### config.mk
export PLATFORM = sky130hd
export DESIGN_NAME = rrag_queue
export DESIGN_NICKNAME = d
export VERILOG_FILES = /design/src/rrag_pkg.sv /design/src/rrag_queue_ctrl.sv /design/src/rrag_queue_store.sv /design/src/rrag_squash_unit.sv /design/src/rrag_queue.sv
export VERILOG_INCLUDE_DIRS = /design/src /design/src/src
export SDC_FILE = /design/constraint.sdc
export NUM_CORES = 1
export LEC_CHECK = 0
export ABC_AREA = 1
export BUFFER_PORTS_ARGS = -buffer_cell sky130_fd_sc_hd__buf_2
export CAP_MARGIN = 20
export CORE_ASPECT_RATIO = 2
export CORE_UTILIZATION = 55
export DETAILED_ROUTE_END_ITERATION = 8
export HOLD_SLACK_MARGIN = 0.12
export PLACE_DENSITY_LB_ADDON = 0.15
export SYNTH_ARGS = -nofsm -noshare
export SYNTH_HDL_FRONTEND = slang
export SYNTH_SLANG_ARGS = --single-unit
### constraint.sdc
create_clock -name clk -period 3.3 [get_ports clk]
set_input_delay 0.165 -clock clk [delete_from_list [all_inputs] [get_ports clk]]
set_output_delay 0.165 -clock clk [all_outputs]
set_load 0.02 [all_outputs]
### src/rrag_settings.svh
`ifndef RRAG_SETTINGS_SVH
`define RRAG_SETTINGS_SVH

// payload width, alias field plus opaque decode body
`define RRAG_N_WIDTH 40

// queue depth, power of two so the pointers wrap on their own
`define RRAG_Q_LENGTH 8
`define RRAG_PTR_WIDTH 3

// branch-predictor alias inside the payload
`define RRAG_ALIAS_MSB 39
`define RRAG_ALIAS_LSB 34

`endif

### src/rrag_pkg.sv
package rrag_pkg;

    // modifiable status of a queue slot
    // its width sets the state part of every entry
    typedef enum logic [1:0] {
        // slot free, nothing to pop
        ENT_INVALID  = 2'b00,
        // instruction waiting for rename
        ENT_VALID    = 2'b01,
        // killed by a mispredict, still holds its slot
        // so rename can drop it in order
        ENT_SQUASHED = 2'b10
    } entry_state_e;

    // squash command from branch resolution
    typedef enum logic [1:0] {
        // idle cycle
        SQ_NONE  = 2'b00,
        // flush every waiting entry
        SQ_ALL   = 2'b01,
        // flush only entries on the given predictor alias
        SQ_ALIAS = 2'b10
    } squash_op_e;

endpackage

### src/rrag_queue_ctrl.sv
`include "rrag_settings.svh"

module rrag_queue_ctrl (
    input  logic                       clk,
    input  logic                       arst_n,
    // raw requests from decode and rename
    input  logic                       wr,
    input  logic                       rd,
    input  logic                       clr,
    // qualified enables towards the store
    output logic                       write_en,
    output logic                       read_en,
    output logic [`RRAG_PTR_WIDTH-1:0] wr_ptr,
    output logic [`RRAG_PTR_WIDTH-1:0] rd_ptr,
    // queue status
    output logic                       full,
    output logic                       empty
);

    localparam int PW = `RRAG_PTR_WIDTH;
    localparam int QL = `RRAG_Q_LENGTH;
    // one extra bit so a full queue is distinct from an empty one
    localparam int CW = PW + 1;

    // entries currently held
    logic [CW-1:0] count_q;
    logic [CW-1:0] count_d;

    // status straight from the count
    assign full  = (count_q == CW'(QL));
    assign empty = (count_q == '0);

    // write only with room, read only with data
    // clear wins over both
    assign write_en = wr && !full && !clr;
    assign read_en  = rd && !empty && !clr;

    // next occupancy
    always_comb begin
        count_d = count_q;
        case ({write_en, read_en})
            // push only
            2'b10: count_d = count_q + 1'b1;
            // pop only
            2'b01: count_d = count_q - 1'b1;
            // idle, or push and pop together
            default: count_d = count_q;
        endcase
    end

    // write pointer
    always_ff @(posedge clk or negedge arst_n) begin
        if (!arst_n) begin
            wr_ptr <= '0;
        end else if (clr) begin
            wr_ptr <= '0;
        end else if (write_en) begin
            // power-of-two depth, wraps by overflow
            wr_ptr <= wr_ptr + 1'b1;
        end
    end

    // read pointer
    always_ff @(posedge clk or negedge arst_n) begin
        if (!arst_n) begin
            rd_ptr <= '0;
        end else if (clr) begin
            rd_ptr <= '0;
        end else if (read_en) begin
            rd_ptr <= rd_ptr + 1'b1;
        end
    end

    // occupancy count
    always_ff @(posedge clk or negedge arst_n) begin
        if (!arst_n) begin
            count_q <= '0;
        end else if (clr) begin
            count_q <= '0;
        end else begin
            count_q <= count_d;
        end
    end

endmodule

### src/rrag_queue_store.sv
`include "rrag_settings.svh"

module rrag_queue_store (
    input  logic                       clk,
    input  logic                       arst_n,
    // qualified enables from control
    input  logic                       write_en,
    input  logic                       read_en,
    input  logic                       clr,
    input  logic [`RRAG_PTR_WIDTH-1:0] wr_ptr,
    input  logic [`RRAG_PTR_WIDTH-1:0] rd_ptr,
    // decoded instruction from decode
    input  logic [`RRAG_N_WIDTH-1:0]   din,
    // in-place state rewrite from the squash unit
    input  logic [`RRAG_Q_LENGTH-1:0]  modify_vec,
    input  logic [`RRAG_Q_LENGTH*$bits(rrag_pkg::entry_state_e)-1:0] new_state_vec,
    // every slot's state and alias, for the squash unit
    output logic [`RRAG_Q_LENGTH*$bits(rrag_pkg::entry_state_e)-1:0] old_state_vec,
    output logic [`RRAG_Q_LENGTH*(`RRAG_ALIAS_MSB-`RRAG_ALIAS_LSB+1)-1:0] alias_vec,
    // head entry, state above payload
    output logic [$bits(rrag_pkg::entry_state_e)+`RRAG_N_WIDTH-1:0] dout
);

    localparam int QL = `RRAG_Q_LENGTH;
    localparam int PW = `RRAG_PTR_WIDTH;
    localparam int NW = `RRAG_N_WIDTH;
    localparam int SW = $bits(rrag_pkg::entry_state_e);
    localparam int AW = `RRAG_ALIAS_MSB - `RRAG_ALIAS_LSB + 1;

    // write-once payload per slot
    logic [NW-1:0] payload_q [QL];
    // rewritable status per slot
    rrag_pkg::entry_state_e state_q [QL];

    // payload only changes on a push
    always_ff @(posedge clk) begin
        if (write_en) begin
            payload_q[wr_ptr] <= din;
        end
    end

    // status update per slot
    // push and pop in a slot beat a squash rewrite there
    always_ff @(posedge clk or negedge arst_n) begin
        if (!arst_n) begin
            for (int i = 0; i < QL; i++) begin
                state_q[i] <= rrag_pkg::ENT_INVALID;
            end
        end else if (clr) begin
            // whole queue dropped
            for (int i = 0; i < QL; i++) begin
                state_q[i] <= rrag_pkg::ENT_INVALID;
            end
        end else begin
            for (int i = 0; i < QL; i++) begin
                if (write_en && (wr_ptr == PW'(i))) begin
                    // fresh entry, never squashed on its own write edge
                    state_q[i] <= rrag_pkg::ENT_VALID;
                end else if (read_en && (rd_ptr == PW'(i))) begin
                    // popped entry leaves as it was
                    state_q[i] <= rrag_pkg::ENT_INVALID;
                end else if (modify_vec[i]) begin
                    state_q[i] <= rrag_pkg::entry_state_e'(new_state_vec[i*SW +: SW]);
                end
            end
        end
    end

    // flatten slots for the squash unit
    for (genvar g = 0; g < QL; g++) begin : g_slot
        assign old_state_vec[g*SW +: SW] = state_q[g];
        // alias field sits in the top payload bits
        assign alias_vec[g*AW +: AW] = payload_q[g][`RRAG_ALIAS_MSB:`RRAG_ALIAS_LSB];
    end

    // head entry, combinational from the read pointer
    assign dout = {state_q[rd_ptr], payload_q[rd_ptr]};

endmodule

### src/rrag_squash_unit.sv
`include "rrag_settings.svh"

module rrag_squash_unit (
    // command from branch resolution, sampled every cycle
    input  rrag_pkg::squash_op_e                   squash_op,
    input  logic [`RRAG_ALIAS_MSB-`RRAG_ALIAS_LSB:0] squash_alias,
    // current contents of every slot
    input  logic [`RRAG_Q_LENGTH*$bits(rrag_pkg::entry_state_e)-1:0] old_state_vec,
    input  logic [`RRAG_Q_LENGTH*(`RRAG_ALIAS_MSB-`RRAG_ALIAS_LSB+1)-1:0] alias_vec,
    // per-slot rewrite back to the store
    output logic [`RRAG_Q_LENGTH-1:0]               modify_vec,
    output logic [`RRAG_Q_LENGTH*$bits(rrag_pkg::entry_state_e)-1:0] new_state_vec
);

    localparam int QL = `RRAG_Q_LENGTH;
    localparam int SW = $bits(rrag_pkg::entry_state_e);
    localparam int AW = `RRAG_ALIAS_MSB - `RRAG_ALIAS_LSB + 1;

    // opcode decode
    logic sq_all;
    logic sq_alias;

    // per-slot conditions
    logic [QL-1:0] slot_valid;
    logic [QL-1:0] alias_hit;

    always_comb begin
        sq_all   = 1'b0;
        sq_alias = 1'b0;
        case (squash_op)
            rrag_pkg::SQ_ALL:   sq_all   = 1'b1;
            rrag_pkg::SQ_ALIAS: sq_alias = 1'b1;
            // SQ_NONE and unused codes touch nothing
            default: begin
                sq_all   = 1'b0;
                sq_alias = 1'b0;
            end
        endcase
    end

    for (genvar g = 0; g < QL; g++) begin : g_slot
        // only waiting entries can be hit
        // free and already squashed slots stay as they are
        assign slot_valid[g] = (old_state_vec[g*SW +: SW] == rrag_pkg::ENT_VALID);

        // predictor alias compare
        assign alias_hit[g] = (alias_vec[g*AW +: AW] == squash_alias);

        // hit slots go squashed, others echo their old state
        assign new_state_vec[g*SW +: SW] = modify_vec[g] ? rrag_pkg::ENT_SQUASHED
                                                         : old_state_vec[g*SW +: SW];
    end

    // hit mask
    assign modify_vec = slot_valid & ({QL{sq_all}} | ({QL{sq_alias}} & alias_hit));

endmodule

### src/rrag_queue.sv
`include "rrag_settings.svh"

module rrag_queue (
    input  logic                                clk,
    input  logic                                arst_n,
    // push side, decode
    input  logic                                wr,
    input  logic [`RRAG_N_WIDTH-1:0]            din,
    // pop side, rename and allocate
    input  logic                                rd,
    input  logic                                clr,
    // branch mispredict squash
    input  rrag_pkg::squash_op_e                squash_op,
    input  logic [`RRAG_ALIAS_MSB-`RRAG_ALIAS_LSB:0] squash_alias,
    output logic                                full,
    output logic                                empty,
    output logic [$bits(rrag_pkg::entry_state_e)+`RRAG_N_WIDTH-1:0] dout
);

    localparam int QL = `RRAG_Q_LENGTH;
    localparam int SW = $bits(rrag_pkg::entry_state_e);
    localparam int AW = `RRAG_ALIAS_MSB - `RRAG_ALIAS_LSB + 1;

    // control to store
    logic                       write_en;
    logic                       read_en;
    logic [`RRAG_PTR_WIDTH-1:0] wr_ptr;
    logic [`RRAG_PTR_WIDTH-1:0] rd_ptr;

    // store and squash loop
    logic [QL*SW-1:0] old_state_vec;
    logic [QL*AW-1:0] alias_vec;
    logic [QL-1:0]    modify_vec;
    logic [QL*SW-1:0] new_state_vec;

    rrag_queue_ctrl u_ctrl (
        .clk      (clk),
        .arst_n   (arst_n),
        .wr       (wr),
        .rd       (rd),
        .clr      (clr),
        .write_en (write_en),
        .read_en  (read_en),
        .wr_ptr   (wr_ptr),
        .rd_ptr   (rd_ptr),
        .full     (full),
        .empty    (empty)
    );

    rrag_queue_store u_store (
        .clk           (clk),
        .arst_n        (arst_n),
        .write_en      (write_en),
        .read_en       (read_en),
        .clr           (clr),
        .wr_ptr        (wr_ptr),
        .rd_ptr        (rd_ptr),
        .din           (din),
        .modify_vec    (modify_vec),
        .new_state_vec (new_state_vec),
        .old_state_vec (old_state_vec),
        .alias_vec     (alias_vec),
        .dout          (dout)
    );

    // combinational, closes the state rewrite loop within one edge
    rrag_squash_unit u_squash (
        .squash_op     (squash_op),
        .squash_alias  (squash_alias),
        .old_state_vec (old_state_vec),
        .alias_vec     (alias_vec),
        .modify_vec    (modify_vec),
        .new_state_vec (new_state_vec)
    );

endmodule

# ---- Yosys cells after proc, flatten, opt, wreduce, memory -nomap -nowiden
# Memories as Yosys holds them, arrays and structs flattened.
# Index checks and enable logic that the tools add are counted.
dict set report op_classes {
  add_sub_neg 4
  multipliers 0
  div_mod_pow 0
  order_cmp 1
  eq_ne 35
  shifts 0
  n_mux 38
  bitwise 4
  reduce_logical 37
}
# op n
set ops {}
lappend ops {{2-to-1 mux 2 bit} 26}
lappend ops {{equality test 6 bit} 8}
lappend ops {{nonzero test 4 bit} 8}
lappend ops {{equality test 3 bit, second input constant} 8}
lappend ops {{equality test 2 x 1 -> 1 bit, second input constant} 10}
lappend ops {{logical AND 1 bit} 20}
lappend ops {{bitwise AND 8 bit} 2}
lappend ops {{2-to-1 mux 16 bit} 1}
lappend ops {{equality test 3 x 2 -> 1 bit, second input constant} 4}
lappend ops {{2-to-1 mux 3 bit} 4}
lappend ops {{bitwise OR 8 bit} 1}
lappend ops {{case mux 4 bit (2 select lines)} 1}
lappend ops {{adder 3 x 1 -> 3 bit, second input constant} 2}
lappend ops {{binary-select mux 2 bit (select 3 bit)} 1}
lappend ops {{equality test 3 x 1 -> 1 bit, second input constant} 2}
lappend ops {{zero test 3 bit} 2}
lappend ops {{adder 4 x 1 -> 4 bit, second input constant} 1}
lappend ops {{equality test 2 bit, second input constant} 2}
lappend ops {{equality test 4 bit, second input constant} 1}
lappend ops {{greater-or-equal comparator 4 bit, second input constant} 1}
lappend ops {{zero test 4 bit} 1}
lappend ops {{2-to-1 mux 1 bit} 4}
lappend ops {{2-to-1 mux 4 bit} 1}
lappend ops {{inverter 3 -> 4 bit} 1}
lappend ops {{4 further kinds} 7}
dict set report word_totals {
  reg_bits 26
  latchBits 0
  ram_bits 320
  romBits 0
  input_bits 53
  out_inout_bits 44
  wordCells 131
  memories 1
}
# memory words width read_ports rd_clocked_by_memory_dff write_ports line
set mem_list {}
lappend mem_list {u_store.payload_q 8 40 9 0 1 rrag_queue_store.sv:31} ;# logic [NW-1:0] payload_q [QL];

# ---- Logic depth before layout (Yosys ltp)
# Gate-level depths: netlist (run 1).
dict set report depth {
  depth_word 9
  mapped_depth 14
  depth_no_buf 14
}

# ---- By module
# Synthesis (run 1) repeated with hierarchy kept, for this count alone.
dict set report unflattened {
  hier_cells 1606
  hier_area_um2 15731.3
}
# mod instances cells_per_inst area_each_um2 seq_area_each_um2
set modules_own_cells {}
lappend modules_own_cells {rrag_queue_store 1 1248 13885.8 10009.6}
lappend modules_own_cells {rrag_squash_unit 1 278 1142.3 0.0}
lappend modules_own_cells {rrag_queue_ctrl 1 80 703.2 250.2}

# ---- Least setup slack after synthesis (run 1)
# OpenSTA, ideal clock, no wires.
dict set report synth_path {
  kind {register -> register}
  from {register u_ctrl.count_q[0]}
  to {memory u_store.payload_q[0][0] (netlist bit), enable pin}
  setup_ns 0.437
  arrival_ns 2.661
  t_required_ns 2.863
  setup_slack_ns 0.202
  path_stages_with_launch 8
  path_buffers 1
  synth_period_minus_slack_ns 3.098
  cell_sequence {dfrtp_1 nor2_2 nand3_2 nand3_2 inv_1 buf_2 nand2_1 nor2_1}
}
dict set report synth_via {
  elab_chain_cells 6
}
# element line
set synth_rtl {}
lappend synth_rtl {{start: declaration} rrag_queue_ctrl.sv:26} ;# logic [CW-1:0] count_q;
lappend synth_rtl {{start signal: assignment} rrag_queue_ctrl.sv:81} ;# count_q <= count_d;
lappend synth_rtl {{equality test 4 bit} rrag_queue_ctrl.sv:30} ;# assign full = (count_q == CW'(QL));
lappend synth_rtl {{zero test 1 bit} rrag_queue_ctrl.sv:35} ;# assign write_en = wr && !full && !clr;
lappend synth_rtl {{logical AND 1 bit (2 in series)} rrag_queue_ctrl.sv:35}
lappend synth_rtl {{2-to-1 mux 1 bit} rrag_queue_store.sv:37} ;# if (write_en) begin
lappend synth_rtl {{2-to-1 mux 1 bit (not written as such)} rrag_queue_store.sv:38} ;# payload_q[wr_ptr] <= din;
lappend synth_rtl {{end: declaration} rrag_queue_store.sv:31}
# Every way passes these cells.

# ---- Final worst setup path (run 1)
dict set report layout_path {
  from {register u_ctrl.rd_ptr[1]}
  to {output port dout[3] (netlist bit)}
}
dict set report layout_via {
  elab_chain_cells 1
}
# element line
set layout_rtl {}
lappend layout_rtl {{start: declaration} rrag_queue_ctrl.sv:14} ;# output logic [`RRAG_PTR_WIDTH-1:0] rd_ptr,
lappend layout_rtl {{start signal: assignment} rrag_queue_ctrl.sv:70} ;# rd_ptr <= rd_ptr + 1'b1;
lappend layout_rtl {{memory (8 x 40 bit)} n/a}
lappend layout_rtl {{end: declaration} rrag_queue.sv:17} ;# output logic [$bits(rrag_pkg::entry_state_e)+`RRAG_N_WIDTH-1:0] dout
# Every way passes these cells.

==> impl_metrics.csv, run 1 <==
group,metric,value,unit
run_status,outcome,"finished clean",
worst_setup_path,r2r-start,"u_ctrl.rd_ptr[1]",
power,total_power,11.7,mW
die,start_util,0.559,
worst_setup_path,crit_path_end_kind,"primary output",
clock_network,numClockSinks,346,
worst_setup_path,crit_start,"u_ctrl.rd_ptr[1]",
place,io_buffers,96,
global_route,grt_max_degree,88,
routing,drcViolationCount,0,
synth,ys_ff_latch,346,
place,gp_congestion,0.956,
timing,tightestPinTransition,1.03,ns
global_route,grt.total_usage,0.274,
worst_setup_path,cp.arrival,2.82,ns
worst_setup_path,crit_family,"buffers and inverters",
synth,synth_warnings,0,
place,hpwl,23.3,mm
power,power.internal,7.95,mW
timing,rsz0062_at_grt,"false",
layout,antenna_cells,0,
clock_network,clock_latency,0.57,ns
worst_setup_path,worstPathMaxFanout,87,
clock_network,cts_made_buffers,30,
clock_network,clock_path_buffers,3,
clock_network,htree_num_levels,1,
synth,synth_area,14700,um^2
timing,setup_viol,0,
global_route,grt_pass1_vias,10349,
routing,antenna_left,0,
layout,stdcell_count,1780,
routing,drtIter0Drc,916,
layout,syn_to_final_growth,16.0,%
global_route,overflow,0,
worst_setup_path,path_cells,"buf_4 > o21ai_0 > o22ai_1 > nor2_1 > a31oi_1 > buf_2",
die,pin_count,97,
worst_setup_path,cp.required,3.13,ns
timing,whs,0.159,ns
synth,synth_nets,1349,
timing,hold_violations,0,
worst_setup_path,cp_slowest_cell,"buf_4",
clock_network,cts_root_buf,"clkbuf_16",
clock_network,cts.clk_slew.worst_paths,0.07,ns
power,p_sw,3.75,mW
worst_hold_path,hp-class,"in -> async",
synth,avgSynthCellArea,11.5,um^2
timing,finalSetupTns,0,ns
die,die-area,27400,um^2
timing,fin_skew,0.0212,ns
routing,avgRoutedWirePerCell,20.9,um
timing,relSlewSlack,0.317,
die,die_w,118,um
global_route,grt_pass1_wl,56.5,mm
worst_setup_path,critical-path-max-stage-delay,0.71,ns
power,p_clk_frac,0.308,
routing,dr.pass1.iters,5,
power,vdd.ir_drop.worst,0.597,mV
synth,seq_area_frac_synth,0.698,
place,dpl-instance-area,15600,um^2
power,p_per_area,686,nW/um^2
clock_network,tritoncts,"built",
routing,vias_per_cell,5.80,
layout,nets,1480,
timing,timing.final.crit_period,2.99,ns
place,place_inst,1679,
die,dieHeight,233,um
routing,vias,10327,
synth,ys_types,33,
timing,fmax,334,MHz
power,leakagePower,6.24,nW
synth,synth_cells,1282,
power,pwr-share-comb,0.258,
layout,drive_above_1_share,0.139,
die,core,26300,um^2
layout,stdcell_area,17000,um^2
timing,final_max_slew_viol_count,0,
worst_setup_path,start_kind,"flip-flop",
worst_setup_path,cp.buffers_inverters,2,
routing,wl,37.1,mm
power,power_frac_seq,0.434,
clock_network,postCtsResizedCells,0,
power,p_sw_frac,0.320,
flow_run,maxCapViolations,0,
die,num_rows,84,
worst_setup_path,criticalPathCategory,"reg -> out",
timing,post-route-period-util,0.906,
global_route,antenna_found_initial,0,
-- layout by cell type (no fill, tap or decap), types with 3 or more instances in the layout --
cell type,instances
nand2_1,131
o22ai_1,47
inv_2,4
clkbuf_16,31
nor2_1,270
xnor2_1,3
clkinv_2,4
dlygate4sd3_1,46
a31oi_1,47
xor2_1,4
dfrtp_1,24
buf_12,6
buf_4,24
ha_1,14
buf_2,96
edfxtp_1,320
bufinv_16,4
o21ai_0,174
nand2_2,5
nor3_1,13
inv_1,60
nand3_1,23
o211ai_1,4
nor2_4,10
clkbuf_1,8
a21oi_1,31
clkinvlp_4,4
nand4_1,8
o21ai_1,4
-- sequential cells by signal, indices dropped and copies added, names as in the netlist --
register and flops:
u_store.payload_q 320, u_ctrl.count_q 4, u_ctrl.wr_ptr 3, u_store.old_state_vec 16, u_ctrl.rd_ptr 3
-- power groups by stage --
stage | Sequential (mW) | Combinational, mW | Clock (mW)
floorplan | 5.10 | 2.08 | 0
global placement | 5.16 | 2.95 | 0
detailed placement | 5.17 | 2.97 | 0
CTS | 5.07 | 3.04 | 3.65
global route | 5.09 | 3.32 | 3.81
finish | 5.08 | 3.02 | 3.60
-- synthesized netlist by cell type --
cell,n,share of area
a21oi_1,31,0.011
a221oi_1,2,0.0012
a22o_1,1,0.00060
a31oi_1,47,0.020
buf_1,4,0.0010
buf_2,27,0.0092
buf_4,10,0.0051
buf_6,5,0.0038
clkbuf_1,25,0.0064
clkbuf_2,2,0.00068
dfrtp_1,26,0.044
edfxtp_1,320,0.65
ha_1,14,0.012
inv_1,62,0.016
inv_2,3,0.00077
nand2_1,131,0.033
nand2_2,5,0.0021
nand2_4,1,0.00077
nand3_1,23,0.0078
nand3_2,2,0.0014
nand4_1,8,0.0034
nor2_1,278,0.071
nor2_2,1,0.00043
nor2_4,2,0.0015
nor3_1,13,0.0044
o211ai_1,4,0.0020
o21ai_0,174,0.059
o21ai_1,4,0.0014
o221ai_1,1,0.00060
o22ai_1,47,0.020
or2_2,2,0.00085
xnor2_1,3,0.0018
xor2_1,4,0.0024
-- through the flow --
stage	util	setup slack (ns)
after floorplan	-	0.202
after global placement	0.593	0.950
after detailed placement	0.593	0.889
after CTS	0.649	0.293
after global routing	0.649	0.158
final	0.649	0.310
-- final cells by class --
type                       count  area [um^2]
timing repair buffer         172         1240
inverter                      65          246
fill                        2080         9230
multi-input combinational    798         3860
sequential                   346        10300
clock inverter                16          195
tap                          344          430
clock buffer                  39          806
-- worst register-to-register path, cell delays in order, from the launching register on --
cell and delay, ns:
dfrtp_2 0.37, buf_4 0.71, ha_1 0.48, ha_1 0.25, o22ai_1 0.13, dlygate4sd3_1 0.57
-- path summary, 6_finish.rpt --
path	end	slack (ns)	cells past startpoint
max reg2reg	u_ctrl.rd_ptr[2]	0.73	5
min	u_ctrl.rd_ptr[0]	0.16	2
min in group clk	u_store.old_state_vec[7]	0.17	6
max in group asynchronous	u_ctrl.rd_ptr[0]	2.67	2
min reg2reg	u_store.old_state_vec[6]	0.53	2
max	dout[3]	0.31	6
-- what timing repair did --
item,CTS,global route
buffers inserted,0,0
hold buffers,46,0
endpoints found under the hold margin,367,0
-- routing by layer --
metal  vias to the layer above  track usage  share of wire
li1                       4819            -              -
met1                      5034        0.293           0.36
met2                       366        0.519           0.55
met3                       108       0.0259          0.041
met4                         0        0.165          0.052
met5                         -            0              0
-- cell families (layout without fill, tap and decap cells) --
group,Yosys count,count (layout),synth area share
AOI/OAI and AO/OA,311,311,0.116
xor gates and xnor gates,7,7,0.00417
adders and majority gates,14,14,0.0119
buffers and inverters,138,292,0.0428
DFF,346,346,0.698
and+or+nand+nor,466,466,0.127
Power figures use the tool's default switching activity.
==> run 2, diff against run 1 <==
CORE_ASPECT_RATIO = 1.4   (was 2)
CORE_MARGIN = 2   (was unset)
SYNTH_HIERARCHICAL = 1   (was unset)
==> impl_metrics.csv, run 2 <==
group,metric,value,unit
power,p_per_area,651,nW/um^2
routing,antenna_left,0,
routing,avgRoutedWirePerCell,17.7,um
run_status,outcome,"finished clean",
routing,vias_per_cell,5.29,
synth,ys_async_sr_fraction,0.0751,
die,start_util,0.556,
synth,seq_area_frac_synth,0.652,
global_route,grt_pass1_wl,57.8,mm
clock_network,cts_root_buf,"clkbuf_16",
layout,syn_to_final_growth,13.3,%
synth,avgSynthCellArea,9.80,um^2
timing,setup_viol,0,
clock_network,postCtsResizedCells,0,
worst_setup_path,path_cells,"nand2_1 > inv_2 > buf_12 > nand2_1 > nand2_1 > o21ai_0 > nand2_1 > buf_2",
worst_setup_path,cp_common_cell,"nand2_1",
worst_setup_path,criticalPathCategory,"reg -> out",
power,leakagePower,7.52,nW
die,die_w,147,um
layout,antenna_cells,0,
clock_network,cts_made_buffers,34,
worst_setup_path,worstPathMaxFanout,83,
clock_network,tritoncts,"built",
synth,synth_compound_area_frac,0.0422,
synth,synth_top_area_share,0.611,
worst_setup_path,cp_slowest_cell,"dfrtp_2",
clock_network,clock_latency,0.54,ns
layout,nets,1752,
layout,layout_common_cells,"nand2_1 (729), edfxtp_1 (320), buf_2 (96)",
worst_setup_path,crit_path_end_kind,"primary output",
timing,tightestPinTransition,0.765,ns
layout,final_common_cell,"nand2_1",
worst_setup_path,cp.arrival,2.71,ns
timing,final_max_slew_viol_count,0,
timing,finalSetupTns,0,ns
timing,post-route-period-util,0.871,
global_route,grt.total_usage,0.251,
place,hpwl,22.2,mm
routing,vias,11085,
worst_setup_path,critical-path-max-stage-delay,0.76,ns
place,gp_congestion,0.835,
synth,synth_area,15700,um^2
synth,ys.flop_type,"edfxtp_1",
global_route,grt_max_degree,84,
global_route,grt_pass1_vias,11044,
synth,ys_types,34,
routing,drcViolationCount,0,
synth,synthXorXnorAreaFrac,0.00334,
synth,yosys.area_share.simple,0.227,
die,die-area,30000,um^2
layout,fin_util,0.629,
worst_setup_path,start_kind,"flip-flop",
routing,drtIter0Drc,793,
layout,drive_above_1_share,0.124,
timing,whs,0.176,ns
layout,largest_reg_flops,320,
worst_setup_path,r2r_slack,0.99,ns
synth,synth_nets,1664,
timing,hold_violations,0,
synth,muxShareOfSynthArea,0.000636,
layout,top_register,"u_store/payload_q",
die,core,28300,um^2
place,io_buffers,96,
worst_hold_path,hp-class,"in -> async",
timing,timing.final.crit_period,2.88,ns
synth,synth_cells,1606,
flow_run,maxCapViolations,0,
timing,rsz0062_at_grt,"false",
synth,synthAdderAreaFrac,0.00445,
clock_network,cts.clk_slew.worst_paths,0.07,ns
synth,synth_warnings,6,
timing,fin_skew,0.0136,ns
clock_network,post_cts_buffers,0,
global_route,overflow,0,
worst_setup_path,cp.required,3.13,ns
die,dieHeight,204,um
synth,yosysMostFrequentCell,"nand2_1",
routing,dr.pass1.iters,5,
synth,synth_top_family_by_area,"simple AND/OR/NAND/NOR gates",
synth,synth_area_leaders,"edfxtp_1 (61%), nand2_1 (17%), dfrtp_1 (4.1%)",
power,vdd.ir_drop.worst,0.605,mV
synth,ys_ff_latch,346,
die,num_rows,73,
synth,synth_top_cells_by_count,"nand2_1 (729), edfxtp_1 (320), inv_1 (104)",
clock_network,numClockSinks,346,
global_route,antenna_found_initial,0,
clock_network,htree_num_levels,2,
clock_network,clock_path_buffers,3,
timing,fmax,348,MHz
synth,synth_area_leader_cell,"edfxtp_1",
timing,relSlewSlack,0.490,
synth,synth_edf_count,320,
routing,wl,37.1,mm
die,pin_count,97,
==> run 2: cell types whose count changed after synthesis, moves of 44 or more <==
| cell | previous run | this run |
|---|---|---|
| buf_4 | 10 | 54 |
| a31oi_1 | 47 | 0 |
| o21ai_0 | 174 | 39 |
| nand3_1 | 23 | 72 |
| o22ai_1 | 47 | 0 |
| nor2_1 | 278 | 68 |
| nand2_1 | 131 | 729 |
==> run 2: worst max-delay path: cells and delay by family (launching register included) <==
family,cells,cell delay (ns)
buf+inv,3,0.65
simple gates,4,0.56
flops,1,0.76
compound gates,1,0.17
==> run 2: repair_timing <==
action,CTS,global route
endpoints found under the setup margin,0,0
hold endpoints to repair,357,0
hold buffers,44,0
==> run 2: final timing paths <==
path                       depth (start not counted)                        end               from
hold / removal                                     2   u_store/old_state_vec[7]             arst_n
max in group asynchronous                          2           u_ctrl/rd_ptr[0]             arst_n
setup reg to reg                                   9   u_store/payload_q[1][29]  u_ctrl/count_q[0]
hold reg to reg                                    1           u_ctrl/wr_ptr[2]   u_ctrl/wr_ptr[2]
setup / recovery                                   8                    dout[5]   u_ctrl/rd_ptr[1]
min in group clk                                  10  u_store/old_state_vec[13]    squash_alias[3]
==> run 2: metrics by stage <==
stage / instances / area, um^2 / power [mW] / setup WS, ns
final: 2094 / 17800 / 11.6 / 0.425
after CTS: 2094 / 17800 / 11.7 / 0.445
after global routing: 2094 / 17800 / 12.1 / 0.276
after detailed placement: 1989 / 16300 / 7.89 / 0.921
after global placement: 1989 / 16300 / 7.84 / 0.946
after floorplan: 1606 / 15700 / 6.93 / 0.973
==> run 2: cell families after synthesis <==
logic type | Yosys count
and+or+nand+nor | 895
xor gates and xnor gates | 6
adders and majority gates | 5
buffers and inverters | 224
DFF | 346
muxes | 1
AOI/OAI and AO/OA | 129
==> run 2: per-layer routing <==
layer,part of all wire,GRT usage,vias to the layer above
met5,0,0,-
met3,0.049,0.0335,97
met4,0.036,0.103,0
met2,0.51,0.451,316
met1,0.40,0.307,5313
li1,-,-,5359
==> run 2: final cells by class <==
type / instances / area (um^2)
flip-flops and latches: 346 / 10300
fillers: 2316 / 10500
clock inverters: 18 / 179
clock buffers: 43 / 895
well taps: 375 / 469
repair buffers: 160 / 1210
inverters: 116 / 435
multi-input cells: 1036 / 4370
==> run 2: power breakdown <==
| group | leakage [nW] | switching, mW | internal (mW) | total [mW] |
|---|---|---|---|---|
| clock network | 0.532 | 1.60 | 2.17 | 3.77 |
| registers | 3.24 | 0.138 | 4.93 | 5.07 |
| logic | 3.74 | 1.93 | 0.832 | 2.76 |
| total | 7.52 | 3.67 | 7.94 | 11.6 |
==> run 3, diff against run 2 <==
CELL_PAD_IN_SITES_DETAIL_PLACEMENT = 1   (was unset)
CELL_PAD_IN_SITES_GLOBAL_PLACEMENT = 2   (was unset)
CORE_UTILIZATION = 36   (was 55)
==> impl_metrics.csv, run 3 (synthesis results as in run 2) <==
group,metric,value,unit
routing,vias_per_cell,4.89,
timing,hold_violations,0,
timing,rsz0062_at_grt,"false",
layout,nets,1762,
power,vdd.ir_drop.worst,0.420,mV
clock_network,post_cts_buffers,0,
routing,vias,11154,
layout,largest_reg_flops,320,
layout,fin_util,0.421,
power,power_frac_seq,0.423,
clock_network,cts_root_buf,"clkbuf_16",
clock_network,numClockSinks,346,
power,p_sw_frac,0.325,
global_route,grt.total_usage,0.202,
global_route,grt_pass1_vias,12142,
flow_run,maxCapViolations,0,
place,gp_congestion,0.758,
timing,fmax,342,MHz
global_route,grt_max_degree,47,
timing,finalSetupTns,0,ns
timing,setup_viol,0,
die,core,43100,um^2
place,hpwl,29.0,mm
die,pin_count,97,
power,p_per_area,659,nW/um^2
clock_network,cts.clk_slew.worst_paths,0.06,ns
routing,dr.pass1.iters,5,
timing,relSlewSlack,0.518,
die,start_util,0.365,
die,die-area,45400,um^2
layout,final_common_cell,"nand2_1",
power,pwr-share-comb,0.241,
layout,syn_to_final_growth,15.5,%
die,num_rows,90,
die,die_w,181,um
routing,wl,45.2,mm
power,p_clk_frac,0.336,
global_route,antenna_found_initial,0,
clock_network,hold_buffers,44,
power,p_sw,3.90,mW
global_route,grt_pass1_wl,70.1,mm
power,total_power,12.0,mW
worst_hold_path,hp-class,"in -> async",
layout,layout_common_cells,"nand2_1 (729), edfxtp_1 (320), buf_2 (96)",
clock_network,clock_latency,0.53,ns
timing,post-route-period-util,0.885,
worst_setup_path,worstPathMaxFanout,27,
global_route,overflow,0,
timing,final_max_slew_viol_count,0,
timing,timing.final.crit_period,2.92,ns
power,leakagePower,7.59,nW
routing,drcViolationCount,0,
timing,fin_skew,0.0101,ns
worst_setup_path,cp.arrival,2.75,ns
layout,fillers,4840,
worst_setup_path,crit_path_end_kind,"primary output",
routing,avgRoutedWirePerCell,19.8,um
worst_setup_path,r2r_slack,0.89,ns
place,io_buffers,96,
layout,drive_above_1_share,0.128,
layout,top_register,"u_store/payload_q",
clock_network,postCtsResizedCells,0,
routing,drtIter0Drc,481,
clock_network,tritoncts,"built",
power,power.internal,8.08,mW
die,dieHeight,251,um
timing,tightestPinTransition,0.723,ns
clock_network,clock_path_buffers,3,
run_status,outcome,"finished clean",
worst_setup_path,start_kind,"flip-flop",
routing,antenna_left,0,
worst_setup_path,criticalPathCategory,"reg -> out",
clock_network,cts_made_buffers,37,
clock_network,htree_num_levels,2,
worst_setup_path,cp.required,3.13,ns
run 3: metrics by stage:
step           hold slack, ns  setup WS (ns)  instances  cell area (um^2)
2_1_floorplan          -0.131          0.973       1606             15700
3_3_place_gp            0.266          0.791       2173             16600
3_5_place_dp            0.256          0.760       2173             16600
4_1_cts                 0.226          0.304       2280             18200
5_1_grt                 0.266          0.162       2280             18200
6_report                0.212          0.380       2281             18200
run 3: cell type report:
class	instances	area, um^2	area share
clock buffers	41	983	0.0541
repair buffers	167	1250	0.0687
multi-input cells	1036	4370	0.241
flip-flops and latches	346	10300	0.565
well taps	552	691	0.0380
clock inverters	22	169	0.00930
diodes	1	2.50	0.000138
inverters	116	435	0.0240
run 3: worst max-delay path, stage by stage, from the launching register on:
cell     delay, ns
dfrtp_4       0.63
inv_2         0.36
buf_4         0.47
nand2_1       0.09
a21oi_1       0.21
o21ai_0       0.18
nand2_1       0.09
buf_2         0.16
run 3: power by group through the flow:
stage	clock (mW)	sequential, mW	combinational (mW)
after floorplan	0	5.09	1.83
after global placement	0	5.16	2.89
after detailed placement	0	5.16	2.91
after CTS	4.13	5.07	2.97
after global routing	4.27	5.09	3.24
final	4.02	5.07	2.89
run 3: metal layers:
metal,track usage,part of all wire,routed length (um),vias to the layer above
met3,0.0227,0.028,1240,54
met4,0.0500,0.017,790,0
met2,0.389,0.54,24500,159
li1,-,-,-,5378
met1,0.237,0.41,18700,5563
met5,0,0,0,-
run 3: final timing paths:
check                                  start                         to  cells after the start
setup / recovery            u_ctrl/rd_ptr[0]                   dout[39]                      7
hold / removal                        arst_n          u_ctrl/count_q[2]                      2
setup reg to reg           u_ctrl/count_q[0]   u_store/payload_q[0][29]                      9
hold reg to reg             u_ctrl/wr_ptr[2]           u_ctrl/wr_ptr[2]                      1
max in group asynchronous             arst_n           u_ctrl/rd_ptr[0]                      2
min in group clk             squash_alias[3]  u_store/old_state_vec[13]                     10
